File: config.mk
export PLATFORM = sky130hd
export DESIGN_NAME = fpu
export DESIGN_NICKNAME = d
export VERILOG_FILES = /design/src/fpu_pkg.sv /design/src/fpu_add.sv /design/src/fpu_mul.sv /design/src/fpu_sign_cmp.sv /design/src/fpu_convert.sv /design/src/fpu.sv
export VERILOG_INCLUDE_DIRS = /design/src /design/src/src
export SDC_FILE = /design/constraint.sdc
export NUM_CORES = 2
export LEC_CHECK = 0
export ABC_AREA = 1
export BUFFER_PORTS_ARGS = -buffer_cell sky130_fd_sc_hd__buf_2
export CAP_MARGIN = 10
export CORE_AREA = 10 10 358 446
export CTS_BUF_LIST = sky130_fd_sc_hd__clkbuf_8
export DETAILED_ROUTE_END_ITERATION = 12
export DIE_AREA = 0 0 368 456
export PLACE_DENSITY_LB_ADDON = 0.08
export SETUP_SLACK_MARGIN = 0.15
export SLEW_MARGIN = 0
export SYNTH_ARGS = -nofsm -noshare
export SYNTH_HDL_FRONTEND = slang
export SYNTH_HIERARCHICAL = 1
export SYNTH_SLANG_ARGS = --single-unit
export TNS_END_PERCENT = 1
File: constraint.sdc
create_clock -name clk -period 53.1 [get_ports clk]
set_input_delay 10.62 -clock clk [delete_from_list [all_inputs] [get_ports clk]]
set_output_delay 10.62 -clock clk [all_outputs]
set_load 0.03 [all_outputs]
File: src/fpu_consts.svh
`ifndef FPU_CONSTS_SVH
`define FPU_CONSTS_SVH

// Field widths of a single-precision word.
`define FPU_WORD_W   32
`define FPU_EXP_W    8
`define FPU_MANT_W   23
`define FPU_FUNCT_W  5
`define FPU_RM_W     3

`define FPU_EXP_BIAS 127

// Operation codes carried in funct5.
`define FPU_OP_FADD  5'b00000
`define FPU_OP_FSUB  5'b00001
`define FPU_OP_FMUL  5'b00010
`define FPU_OP_FSGNJ 5'b00100
`define FPU_OP_FCMP  5'b10100
`define FPU_OP_FTOI  5'b11000
`define FPU_OP_ITOF  5'b11010

// Sub-select codes in rm for sign injection and compare.
`define FPU_RM_SGNJ  3'b000
`define FPU_RM_SGNJN 3'b001
`define FPU_RM_SGNJX 3'b010
`define FPU_RM_FLE   3'b000
`define FPU_RM_FLT   3'b001
`define FPU_RM_FEQ   3'b010

`define FPU_CANON_NAN 32'h7fc00000

`endif

File: src/fpu_pkg.sv
`include "fpu_consts.svh"

package fpu_pkg;

    // A float or an integer, depending on the operation.
    typedef logic [`FPU_WORD_W-1:0] fp_word_t;

    // Biased exponent field.
    typedef logic [`FPU_EXP_W-1:0] fp_exp_t;

    // Stored fraction without the hidden bit.
    typedef logic [`FPU_MANT_W-1:0] fp_mant_t;

    // Significand with the hidden bit in front.
    typedef logic [`FPU_MANT_W:0] fp_sig_t;

    typedef logic [`FPU_FUNCT_W-1:0] fp_funct_t;
    typedef logic [`FPU_RM_W-1:0] fp_rm_t;

endpackage

File: src/fpu_add.sv
`timescale 1ns/10ps
`default_nettype none
`include "fpu_consts.svh"

module fpu_add
    import fpu_pkg::*;
    (
        input fp_word_t x,
        input fp_word_t y,
        input logic sub,
        output fp_word_t res
    );

    logic x_sign, y_sign;
    fp_exp_t x_exp, y_exp;
    fp_mant_t x_mant, y_mant;
    logic x_zero, y_zero, x_inf, y_inf, x_nan, y_nan;
    logic [30:0] x_mag, y_mag;
    logic x_big;

    logic a_sign, b_sign, eff_sub;
    fp_exp_t a_exp, b_exp, exp_diff;
    fp_sig_t a_sig, b_sig;
    logic [26:0] a_ext, b_ext, b_shift, lost_mask;
    logic [27:0] sum, norm;
    logic [4:0] lz;
    logic round_up;
    logic [24:0] sig_rnd;
    logic [9:0] exp_norm, exp_rnd;

    function automatic logic [4:0] lead_zeros(input logic [27:0] v);
        logic [4:0] n;
        logic found;
        n = '0;
        found = 1'b0;
        for (int i = 27; i >= 0; i--) begin
            if (!found) begin
                if (v[i]) begin
                    found = 1'b1;
                end else begin
                    n = n + 5'd1;
                end
            end
        end
        return n;
    endfunction

    // The sign of y is flipped here, so the datapath below only ever adds.
    assign x_sign = x[31];
    assign y_sign = y[31] ^ sub;
    assign x_exp = x[30:23];
    assign y_exp = y[30:23];
    assign x_mant = x[22:0];
    assign y_mant = y[22:0];

    // Subnormal inputs are read as zero.
    assign x_zero = (x_exp == '0);
    assign y_zero = (y_exp == '0);
    assign x_inf = (&x_exp) && (x_mant == '0);
    assign y_inf = (&y_exp) && (y_mant == '0);
    assign x_nan = (&x_exp) && (x_mant != '0);
    assign y_nan = (&y_exp) && (y_mant != '0);

    assign x_mag = x_zero ? '0 : x[30:0];
    assign y_mag = y_zero ? '0 : y[30:0];
    assign x_big = (x_mag >= y_mag);

    // Operand a always holds the larger magnitude.
    assign a_sign = x_big ? x_sign : y_sign;
    assign b_sign = x_big ? y_sign : x_sign;
    assign a_exp = x_big ? x_exp : y_exp;
    assign b_exp = x_big ? y_exp : x_exp;
    assign a_sig = x_big ? {!x_zero, x_mag[22:0]} : {!y_zero, y_mag[22:0]};
    assign b_sig = x_big ? {!y_zero, y_mag[22:0]} : {!x_zero, x_mag[22:0]};
    assign eff_sub = a_sign ^ b_sign;

    assign exp_diff = a_exp - b_exp;
    assign a_ext = {a_sig, 3'b000};
    assign b_ext = {b_sig, 3'b000};
    assign lost_mask = ~({27{1'b1}} << exp_diff);

    // Bits shifted past the round position collapse into the sticky bit.
    always_comb begin
        if (exp_diff >= 8'd27) begin
            b_shift = {26'b0, |b_ext};
        end else begin
            b_shift = b_ext >> exp_diff;
            b_shift[0] = b_shift[0] | (|(b_ext & lost_mask));
        end
    end

    assign sum = eff_sub ? ({1'b0, a_ext} - {1'b0, b_shift})
                         : ({1'b0, a_ext} + {1'b0, b_shift});

    // After the shift bit 27 is the hidden bit and bit 3 is the guard bit.
    assign lz = lead_zeros(sum);
    assign norm = sum << lz;
    assign exp_norm = {2'b0, a_exp} + 10'd1 - {5'b0, lz};

    assign round_up = norm[3] & ((|norm[2:0]) | norm[4]);
    assign sig_rnd = {1'b0, norm[27:4]} + {24'b0, round_up};
    assign exp_rnd = exp_norm + {9'b0, sig_rnd[24]};

    always_comb begin
        if (x_nan || y_nan || (x_inf && y_inf && (x_sign != y_sign))) begin
            res = `FPU_CANON_NAN;
        end else if (x_inf) begin
            res = {x_sign, 8'hff, 23'b0};
        end else if (y_inf) begin
            res = {y_sign, 8'hff, 23'b0};
        end else if (sum == '0) begin
            // Exact cancellation is +0 unless both addends were negative.
            res = {x_sign & y_sign, 31'b0};
        end else if (!exp_rnd[9] && (exp_rnd >= 10'd255)) begin
            res = {a_sign, 8'hff, 23'b0};
        end else if (exp_rnd[9] || (exp_rnd == '0)) begin
            res = {a_sign, 31'b0};
        end else begin
            res = {a_sign, exp_rnd[7:0], sig_rnd[22:0]};
        end
    end

    // A nonzero sum leaves the shifter with its leading one at bit 27.
    assert final ($isunknown({x, y, sub}) || (sum == '0) || norm[27])
        else $error("fpu_add: sum is not normalized");

endmodule

`default_nettype wire

File: src/fpu_mul.sv
`timescale 1ns/10ps
`default_nettype none
`include "fpu_consts.svh"

module fpu_mul
    import fpu_pkg::*;
    (
        input fp_word_t x,
        input fp_word_t y,
        output fp_word_t res
    );

    logic x_sign, y_sign, r_sign;
    fp_exp_t x_exp, y_exp;
    fp_mant_t x_mant, y_mant;
    logic x_zero, y_zero, x_inf, y_inf, x_nan, y_nan;
    fp_sig_t x_sig, y_sig, norm_sig;
    logic [47:0] prod;
    logic guard, sticky, round_up;
    logic [24:0] sig_rnd;
    logic [9:0] exp_sum, exp_rnd;

    assign x_sign = x[31];
    assign y_sign = y[31];
    assign r_sign = x_sign ^ y_sign;
    assign x_exp = x[30:23];
    assign y_exp = y[30:23];
    assign x_mant = x[22:0];
    assign y_mant = y[22:0];

    assign x_zero = (x_exp == '0);
    assign y_zero = (y_exp == '0);
    assign x_inf = (&x_exp) && (x_mant == '0);
    assign y_inf = (&y_exp) && (y_mant == '0);
    assign x_nan = (&x_exp) && (x_mant != '0);
    assign y_nan = (&y_exp) && (y_mant != '0);

    assign x_sig = {1'b1, x_mant};
    assign y_sig = {1'b1, y_mant};
    assign prod = x_sig * y_sig;

    // The product of two normal significands lies in [1, 4), so at most one
    // position of normalization is needed.
    assign norm_sig = prod[47] ? prod[47:24] : prod[46:23];
    assign guard = prod[47] ? prod[23] : prod[22];
    assign sticky = prod[47] ? (|prod[22:0]) : (|prod[21:0]);
    assign round_up = guard & (sticky | norm_sig[0]);
    assign sig_rnd = {1'b0, norm_sig} + {24'b0, round_up};

    assign exp_sum = {2'b0, x_exp} + {2'b0, y_exp} - 10'(`FPU_EXP_BIAS)
                     + {9'b0, prod[47]};
    assign exp_rnd = exp_sum + {9'b0, sig_rnd[24]};

    always_comb begin
        if (x_nan || y_nan || (x_zero && y_inf) || (x_inf && y_zero)) begin
            res = `FPU_CANON_NAN;
        end else if (x_inf || y_inf) begin
            res = {r_sign, 8'hff, 23'b0};
        end else if (x_zero || y_zero) begin
            res = {r_sign, 31'b0};
        end else if (!exp_rnd[9] && (exp_rnd >= 10'd255)) begin
            res = {r_sign, 8'hff, 23'b0};
        end else if (exp_rnd[9] || (exp_rnd == '0)) begin
            // Results below the normal range flush to zero.
            res = {r_sign, 31'b0};
        end else begin
            res = {r_sign, exp_rnd[7:0], sig_rnd[22:0]};
        end
    end

endmodule

`default_nettype wire

File: src/fpu_sign_cmp.sv
`timescale 1ns/10ps
`default_nettype none
`include "fpu_consts.svh"

module fpu_sign_cmp
    import fpu_pkg::*;
    (
        input fp_word_t x,
        input fp_word_t y,
        input fp_rm_t rm,
        output fp_word_t sgnj_res,
        output fp_word_t cmp_res
    );

    logic x_sign, y_sign;
    logic x_zero, y_zero, x_nan, y_nan, any_nan;
    logic [30:0] x_mag, y_mag;
    logic is_eq, is_lt, is_le;

    assign x_sign = x[31];
    assign y_sign = y[31];

    always_comb begin
        case (rm)
            `FPU_RM_SGNJ: sgnj_res = {y_sign, x[30:0]};
            `FPU_RM_SGNJN: sgnj_res = {~y_sign, x[30:0]};
            `FPU_RM_SGNJX: sgnj_res = {x_sign ^ y_sign, x[30:0]};
            default: sgnj_res = '0;
        endcase
    end

    assign x_zero = (x[30:23] == '0);
    assign y_zero = (y[30:23] == '0);
    assign x_nan = (&x[30:23]) && (x[22:0] != '0);
    assign y_nan = (&y[30:23]) && (y[22:0] != '0);
    assign any_nan = x_nan | y_nan;

    assign x_mag = x_zero ? '0 : x[30:0];
    assign y_mag = y_zero ? '0 : y[30:0];

    // Zeros of either sign are one value.
    assign is_eq = !any_nan && ((x_zero && y_zero) || ((x_sign == y_sign) && (x_mag == y_mag)));

    always_comb begin
        if (any_nan || (x_zero && y_zero)) begin
            is_lt = 1'b0;
        end else if (x_sign != y_sign) begin
            is_lt = x_sign;
        end else if (x_sign) begin
            is_lt = (x_mag > y_mag);
        end else begin
            is_lt = (x_mag < y_mag);
        end
    end

    assign is_le = is_lt | is_eq;

    always_comb begin
        case (rm)
            `FPU_RM_FEQ: cmp_res = {31'b0, is_eq};
            `FPU_RM_FLT: cmp_res = {31'b0, is_lt};
            `FPU_RM_FLE: cmp_res = {31'b0, is_le};
            default: cmp_res = '0;
        endcase
    end

endmodule

`default_nettype wire

File: src/fpu_convert.sv
`timescale 1ns/10ps
`default_nettype none
`include "fpu_consts.svh"

module fpu_convert
    import fpu_pkg::*;
    (
        input fp_word_t x,
        output fp_word_t to_int,
        output fp_word_t to_float
    );

    logic f_sign, f_nan;
    fp_exp_t f_exp;
    fp_sig_t f_sig;
    logic [5:0] f_shamt;
    logic [63:0] f_fixed;
    fp_word_t f_int, f_mag;
    logic f_guard, f_sticky, f_round;

    logic i_sign, i_guard, i_sticky, i_round;
    fp_word_t i_mag, i_norm;
    logic [5:0] i_lz;
    logic [24:0] i_sig_rnd;
    fp_exp_t i_exp;

    function automatic logic [5:0] lead_zeros(input fp_word_t v);
        logic [5:0] n;
        logic found;
        n = '0;
        found = 1'b0;
        for (int i = 31; i >= 0; i--) begin
            if (!found) begin
                if (v[i]) begin
                    found = 1'b1;
                end else begin
                    n = n + 6'd1;
                end
            end
        end
        return n;
    endfunction

    assign f_sign = x[31];
    assign f_exp = x[30:23];
    assign f_sig = {1'b1, x[22:0]};
    assign f_nan = (&f_exp) && (x[22:0] != '0);

    // Fixed point with the binary point between bits 32 and 31. Only
    // exponents from bias-1 to bias+30 reach this path.
    assign f_shamt = 6'(f_exp - 8'(`FPU_EXP_BIAS - 9));
    assign f_fixed = {40'b0, f_sig} << f_shamt;
    assign f_int = f_fixed[63:32];
    assign f_guard = f_fixed[31];
    assign f_sticky = |f_fixed[30:0];
    assign f_round = f_guard & (f_sticky | f_int[0]);
    assign f_mag = f_int + {31'b0, f_round};

    always_comb begin
        if (f_nan) begin
            to_int = 32'h7fffffff;
        end else if (f_exp >= 8'(`FPU_EXP_BIAS + 31)) begin
            to_int = f_sign ? 32'h80000000 : 32'h7fffffff;
        end else if (f_exp < 8'(`FPU_EXP_BIAS - 1)) begin
            to_int = '0;
        end else begin
            to_int = f_sign ? -f_mag : f_mag;
        end
    end

    // The most negative integer keeps its bit pattern as a magnitude.
    assign i_sign = x[31];
    assign i_mag = i_sign ? -x : x;
    assign i_lz = lead_zeros(i_mag);
    assign i_norm = i_mag << i_lz;

    assign i_guard = i_norm[7];
    assign i_sticky = |i_norm[6:0];
    assign i_round = i_guard & (i_sticky | i_norm[8]);
    assign i_sig_rnd = {1'b0, i_norm[31:8]} + {24'b0, i_round};
    assign i_exp = 8'(`FPU_EXP_BIAS + 31) - {2'b0, i_lz} + {7'b0, i_sig_rnd[24]};

    assign to_float = (i_mag == '0) ? '0 : {i_sign, i_exp, i_sig_rnd[22:0]};

endmodule

`default_nettype wire

File: src/fpu.sv
`timescale 1ns/10ps
`default_nettype none
`include "fpu_consts.svh"

module fpu
    import fpu_pkg::*;
    (
        input logic clk,
        input logic reset,
        input fp_word_t x,
        input fp_word_t y,
        input fp_funct_t funct5,
        input fp_rm_t rm,
        output fp_word_t res
    );

    logic sub;
    fp_word_t add_res, mul_res, sgnj_res, cmp_res, to_int, to_float;
    fp_word_t res_next;

    assign sub = (funct5 == `FPU_OP_FSUB);

    fpu_add u_fadd (.x(x), .y(y), .sub(sub), .res(add_res));

    fpu_mul u_fmul (.x(x), .y(y), .res(mul_res));

    fpu_sign_cmp u_fsign_cmp (
        .x(x),
        .y(y),
        .rm(rm),
        .sgnj_res(sgnj_res),
        .cmp_res(cmp_res)
    );

    fpu_convert u_fconv (.x(x), .to_int(to_int), .to_float(to_float));

    // The rm variant is already chosen inside the sign and compare unit.
    always_comb begin
        case (funct5)
            `FPU_OP_FADD, `FPU_OP_FSUB: res_next = add_res;
            `FPU_OP_FMUL: res_next = mul_res;
            `FPU_OP_FSGNJ: res_next = sgnj_res;
            `FPU_OP_FCMP: res_next = cmp_res;
            `FPU_OP_FTOI: res_next = to_int;
            `FPU_OP_ITOF: res_next = to_float;
            default: res_next = '0;
        endcase
    end

    always_ff @(posedge clk) begin
        if (reset) begin
            res <= '0;
        end else begin
            res <= res_next;
        end
    end

    a_funct5_known: assert property (@(posedge clk) disable iff (reset) !$isunknown(funct5))
        else $error("fpu: funct5 has unknown bits");

endmodule

`default_nettype wire

### After elaboration in Yosys (flattened, before gate mapping)

Index checks and enable logic that the tools add are counted.

| storage, ports and cells | value |
|---|---|
| register bits after elaboration | 32 |

| cells by class | value |
|---|---|
| $mul | 1 |
| add/sub/neg operators | 77 |
| muxes and demuxes | 269 |
| equal/unequal tests | 12 |
| magnitude comparators | 8 |
| bitwise operators | 18 |
| shift-type cells | 5 |
| reductions and logical operators | 50 |

Operators by type and width:

| cell | count |
|---|---|
| $mux 32 | 12 |
| $mux 6 | 62 |
| $mux 5 | 54 |
| $mux 31 | 8 |
| $pmux 32 s6 | 1 |
| $add 6x1->6 const B | 30 |
| $add 5x1->5 const B | 26 |
| $mux 1 | 123 |
| $pmux 32 s3 | 1 |
| $add 24x1->25 | 3 |
| $mux 24 | 3 |
| $neg 32->32 | 2 |
| $shl 24x6->64 | 1 |
| $mul 24x24->48 | 1 |
| $logic_not 23->1 | 2 |
| $reduce_bool 23->1 | 2 |
| $add 32x1->32 | 1 |
| $logic_not 32->1 | 1 |
| $shl 32x6->32 | 1 |
| $eq 31x31->1 | 1 |
| $ge 31x31->1 | 1 |
| $gt 31x31->1 | 1 |
| $lt 31x31->1 | 1 |
| $reduce_or 31->1 | 1 |
| 53 further kinds | 101 |

### Depth between registers and ports, before layout

| depth | value |
|---|---|
| depth in word-level cells | 110 |
| gate-level depth with buffers | 186 |
| depth with buffers taken out | 182 |

### Cells and area by module

Netlist, hierarchy kept.

By module, submodules not included:

| module | cells an instance | area each (um^2) | sequential area each (um^2) | times used |
|---|---|---|---|---|
| fpu_mul | 3293 | 22834.4 | 0.0 | 1 |
| fpu_add | 2641 | 14116.0 | 0.0 | 1 |
| fpu_convert | 2204 | 10744.1 | 0.0 | 1 |
| fpu | 479 | 2797.7 | 640.6 | 1 |
| fpu_sign_cmp | 382 | 1943.1 | 0.0 | 1 |

### Worst setup path after synthesis

Ideal clock, no wire load.

| path | value |
|---|---|
| path kind | in2reg |
| start | in y[27] |
| end | reg res[9] |
| stages | 173 |
| data arrival time | 32.043 ns |
| path buffers | 5 |
| setup slack | 20.986 ns |
| data required time | 53.030 ns |
| cells stage by stage | inv_1 > nand4_1 > nor2_2 > clkinv_1 > clkbuf_1 > nand2_1 > ha_1 > nand2_1 > inv_1 > a21oi_1 > nand2_1 > nand2_1 > nand2_4 > nand2_4 > nand2_4 > buf_8 > nand2_4 > nand2_1 > [... 137 more ...] > ha_1 > fa_1 > nand3_1 > nand2_1 > a21oi_1 > o21ai_0 > xor2_1 > nor4_1 > o21ai_1 > nand4_1 > inv_1 > buf_4 > o21ai_0 > a21oi_1 > nand4_1 > o21ai_1 > inv_1 > a21oi_1 |

| between the ends | value |
|---|---|
| cells in the longest elaborated chain, start to end | 110 |

Ends and longest elaborated chain:

| what | RTL line | text |
|---|---|---|
| from (decl) | fpu.sv:11 | `input fp_word_t y,` |
| parallel branches: the longest is 108 deep, another holds $ge 31x31->1 | - |  |
| $mux 32 (*) | fpu_add.sv:105 | `if (x_nan \|\| y_nan \|\| (x_inf && y_inf && (x_sign != y_sign))) begin` |
| via add_res[9] | fpu.sv:18 | `fp_word_t add_res, mul_res, sgnj_res, cmp_res, to_int, to_float;` |
| $pmux 32 s6 (*) | fpu.sv:39 | `case (funct5)` |
| to (signal assigned) | fpu.sv:54 | `res <= res_next;` |
| to (decl) | fpu.sv:14 | `output fp_word_t res` |

Mark *: on every way through the listed nets, which the timed path passes.
A chain may end at the register's enable or synchronous reset.

### Worst setup path in the final report

Same ends and word-level chain as after synthesis.

==> run summary <==
The flow ran to the end, and the final reports show no timing, DRC or antenna violations. The number of flip-flops and latches in the synthesized netlist is 32. The routing usage on met1 came out at 0.334. The number of cell rows is 159. The number of buffers inserted for hold repair after clock tree synthesis came out at 0. Sorting the synthesized cells by area gives the leading types as nand2_1 19%, fa_1 19%, inv_1 13%.

Once the clock tree was built, the setup fixing pass inserted 0 buffers. Together, buffers and inverters on the worst path number 31. The total number of vias is 55,500.

The number of antenna violations at the first check in global routing came to 18. The detail-routed net length per standard cell is 20.3 um. Using the TritonRoute via totals, the vias-per-cell ratio works out to 5.09. After synthesis, the most frequently instantiated cells are 2,638 x nand2_1, 1,871 x inv_1, 699 x nor2_1. The area of the mapped netlist came out at 52,400 um^2.

The maximum fanout along the worst path came out at 37. The number of hold violations in the final report came to 0. The via count of the first global-routing pass came out at 54,300. The overall overflow remaining after global route came out at 0. The last weighted congestion value of the routability-driven placer came out at 0.962. The total number of yosys warnings came out at 6. The placed cell area came out at 54,500 um^2.

The worst setup path is of the input port to register kind. The clock period could shrink to 37.09 ns. For this run, global-route usage on met2 was measured as 0.441. The met3 track utilization from global routing is 0.0212. The element type at the critical path start is an input port. The maximum buffer depth of the clock tree came out at 2. The max-slew violation total from the final report came out at 0. The post-cts resize count is 0. The largest single stage delay on the critical path is 0.89 ns. Setup repair after global routing left no endpoint under its margin. The finished layout cell area came out at 54,600 um^2. 106 I/O pins were placed. The core outline area is 150,000 um^2. From bottom edge to top edge, the die measures 456 um. The number of logic stages on the critical path including buffering is 166. In the final layout, the registers with the most flip-flops are res (32). Counting flops with a built-in enable in the synthesized netlist gives 0. The global routing usage summed across all routing layers came out at 0.255.

The slowest library cell on the worst path is clkinv_1. The required time at the endpoint of the critical path is 53.35 ns. The post-synthesis instance total is 8,999. After synthesis, the mean cell area works out to 5.83 um^2. The post-route DRC violation count is 0. After global routing, the most crowded layer is met2.

Once detail routing completed, the nets flagged for antenna violations numbered 0. Of the post-synthesis cell area, the dominant cell type holds 0.189. The clock sink total came out at 32. The die covers 168,000 um^2. The ratio of cells with drive above 1 in the final layout came out at 0.0865.

The netlist uses 83 different library cells. Across all hold checks on the routed design, the worst slack comes to 10.89 ns. The critical path arrival is 37.35 ns. The slew at the pin closest to its max-slew limit is 1.05 ns. The post-place setup slack is 15.94 ns. The root buffer cell is clkbuf_8. For the final routed database, the setup TNS stands at 0 ns.

The net count of the finished layout is 9,826. The part of the Yosys area used for sequential elements is 0.0122. The aggregate routed wire length is 221 mm. Summed over all nets, the half-perimeter wirelength after detailed placement is 182 mm. The most used flip-flop cell after synthesis is dfxtp_1. The synthesized design spends more area on one cell type than any other, namely nand2_1. The number of max-cap violations is 0. The cell that appears most often on the critical path is nand2_1.

The max-slew headroom at the worst pin came out at 0.290. During placement, the flow inserted port buffers numbering 105. The worst setup path is captured at a register. Counting instances, the worst hold path has a depth of 2.

The flip-flop count of the largest register, all copies and words added came out at 32. The level count of the clock H-tree is 2. The clock-pin slew of the registers on the worst-case setup and hold paths is 0.10 ns.

The starting DRC count in detailed routing came out at 4,362. Setup violations remaining at the end of the flow were counted as 0. The min-delay analysis places its worst path in the category input port to register. In the post-synthesis netlist, the cell with the most instances is nand2_1. The first-pass detailed-route iteration total is 6.

The number of buffers inserted during clock tree synthesis is 5. The die width is 368 um. In the synthesized netlist the async set-or-reset flop fraction comes to 0.

Derived from the worst setup path, the maximum achievable clock frequency is 27.0 MHz. The area added between synthesis and finish came out at 4.21%. In the post-route analysis, the smallest setup slack over all paths is 16.01 ns. Broken down by cell family, the worst path's largest delay share belongs to simple AND/OR/NAND/NOR gates. The initial standard-cell utilization of the core is 0.349. The top register by number of flip-flops is res. The pin count of the biggest net entering global routing came out at 79. The wire length of the first global-routing pass came out at 334 mm.

TritonCTS built the clock tree. The share of the clock period used by the worst path is 0.699.
==> worst paths after layout <==
path,start,end,slack (ns)
worst max-delay path,y[27],res[9],16.01
worst min-delay path,reset,res[2],10.89
==> cells by family after synthesis <==
group | share of synthesized area
adders and majority gates | 0.276
other | 0.0000715
DFF | 0.0122
xor gates and xnor gates | 0.0234
muxes | 0.00535
AOI/OAI and AO/OA | 0.0898
buffers and inverters | 0.181
and+or+nand+nor | 0.413
==> layout by cell type (no fill, tap or decap), types with 9 or more instances in the layout <==
cell type  instances
o22ai_1           16
nor3_1           101
buf_2            105
nand3_2           55
nand2_2          112
inv_2            102
a31oi_1           25
nor2_8            13
conb_1            31
inv_1           1870
inv_4              9
nor2_2            66
clkinv_1          18
nand3b_1          24
nor2_1           698
nand3_4           10
a21oi_1          245
nand4_1          272
ha_1             377
xor2_1            95
buf_4            104
dfxtp_1           32
o21bai_1          17
o211ai_1          21
nand2_1         2638
o21a_1            15
fa_1             487
xnor2_1           30
or2_2             18
nand2_4           49
o21ai_1           77
o21ai_2           20
mux2i_1           28
nor2_4            53
nand3_1          537
nor4_1            38
o31ai_1           17
o21ai_0          350
==> metrics by stage <==
stage,instances,util
after floorplan,9029,-
after global placement,10900,0.362
after detailed placement,10900,0.362
after CTS,10900,0.363
after global routing,10900,0.363
final,10900,0.363
==> layout make-up <==
cell class	count	area (um^2)
clock inverter	3	46.3
timing repair buffer	209	1310
sequential	32	641
inverter	2003	7560
antenna	8	20.0
clock buffer	5	68.8
tap	2012	2520
multi-input combinational	6637	42500
fill	17300	95800
==> metal layers <==
layer | wire length [um] | vias to the layer above
met5 | 70 | -
met3 | 11300 | 280
met1 | 96900 | 26400
met2 | 105000 | 1539
li1 | - | 27300
met4 | 8290 | 12
Power is left out: the tool's default activity adds up to more than one toggle a clock period on the data nets, which glitch-free logic cannot reach.
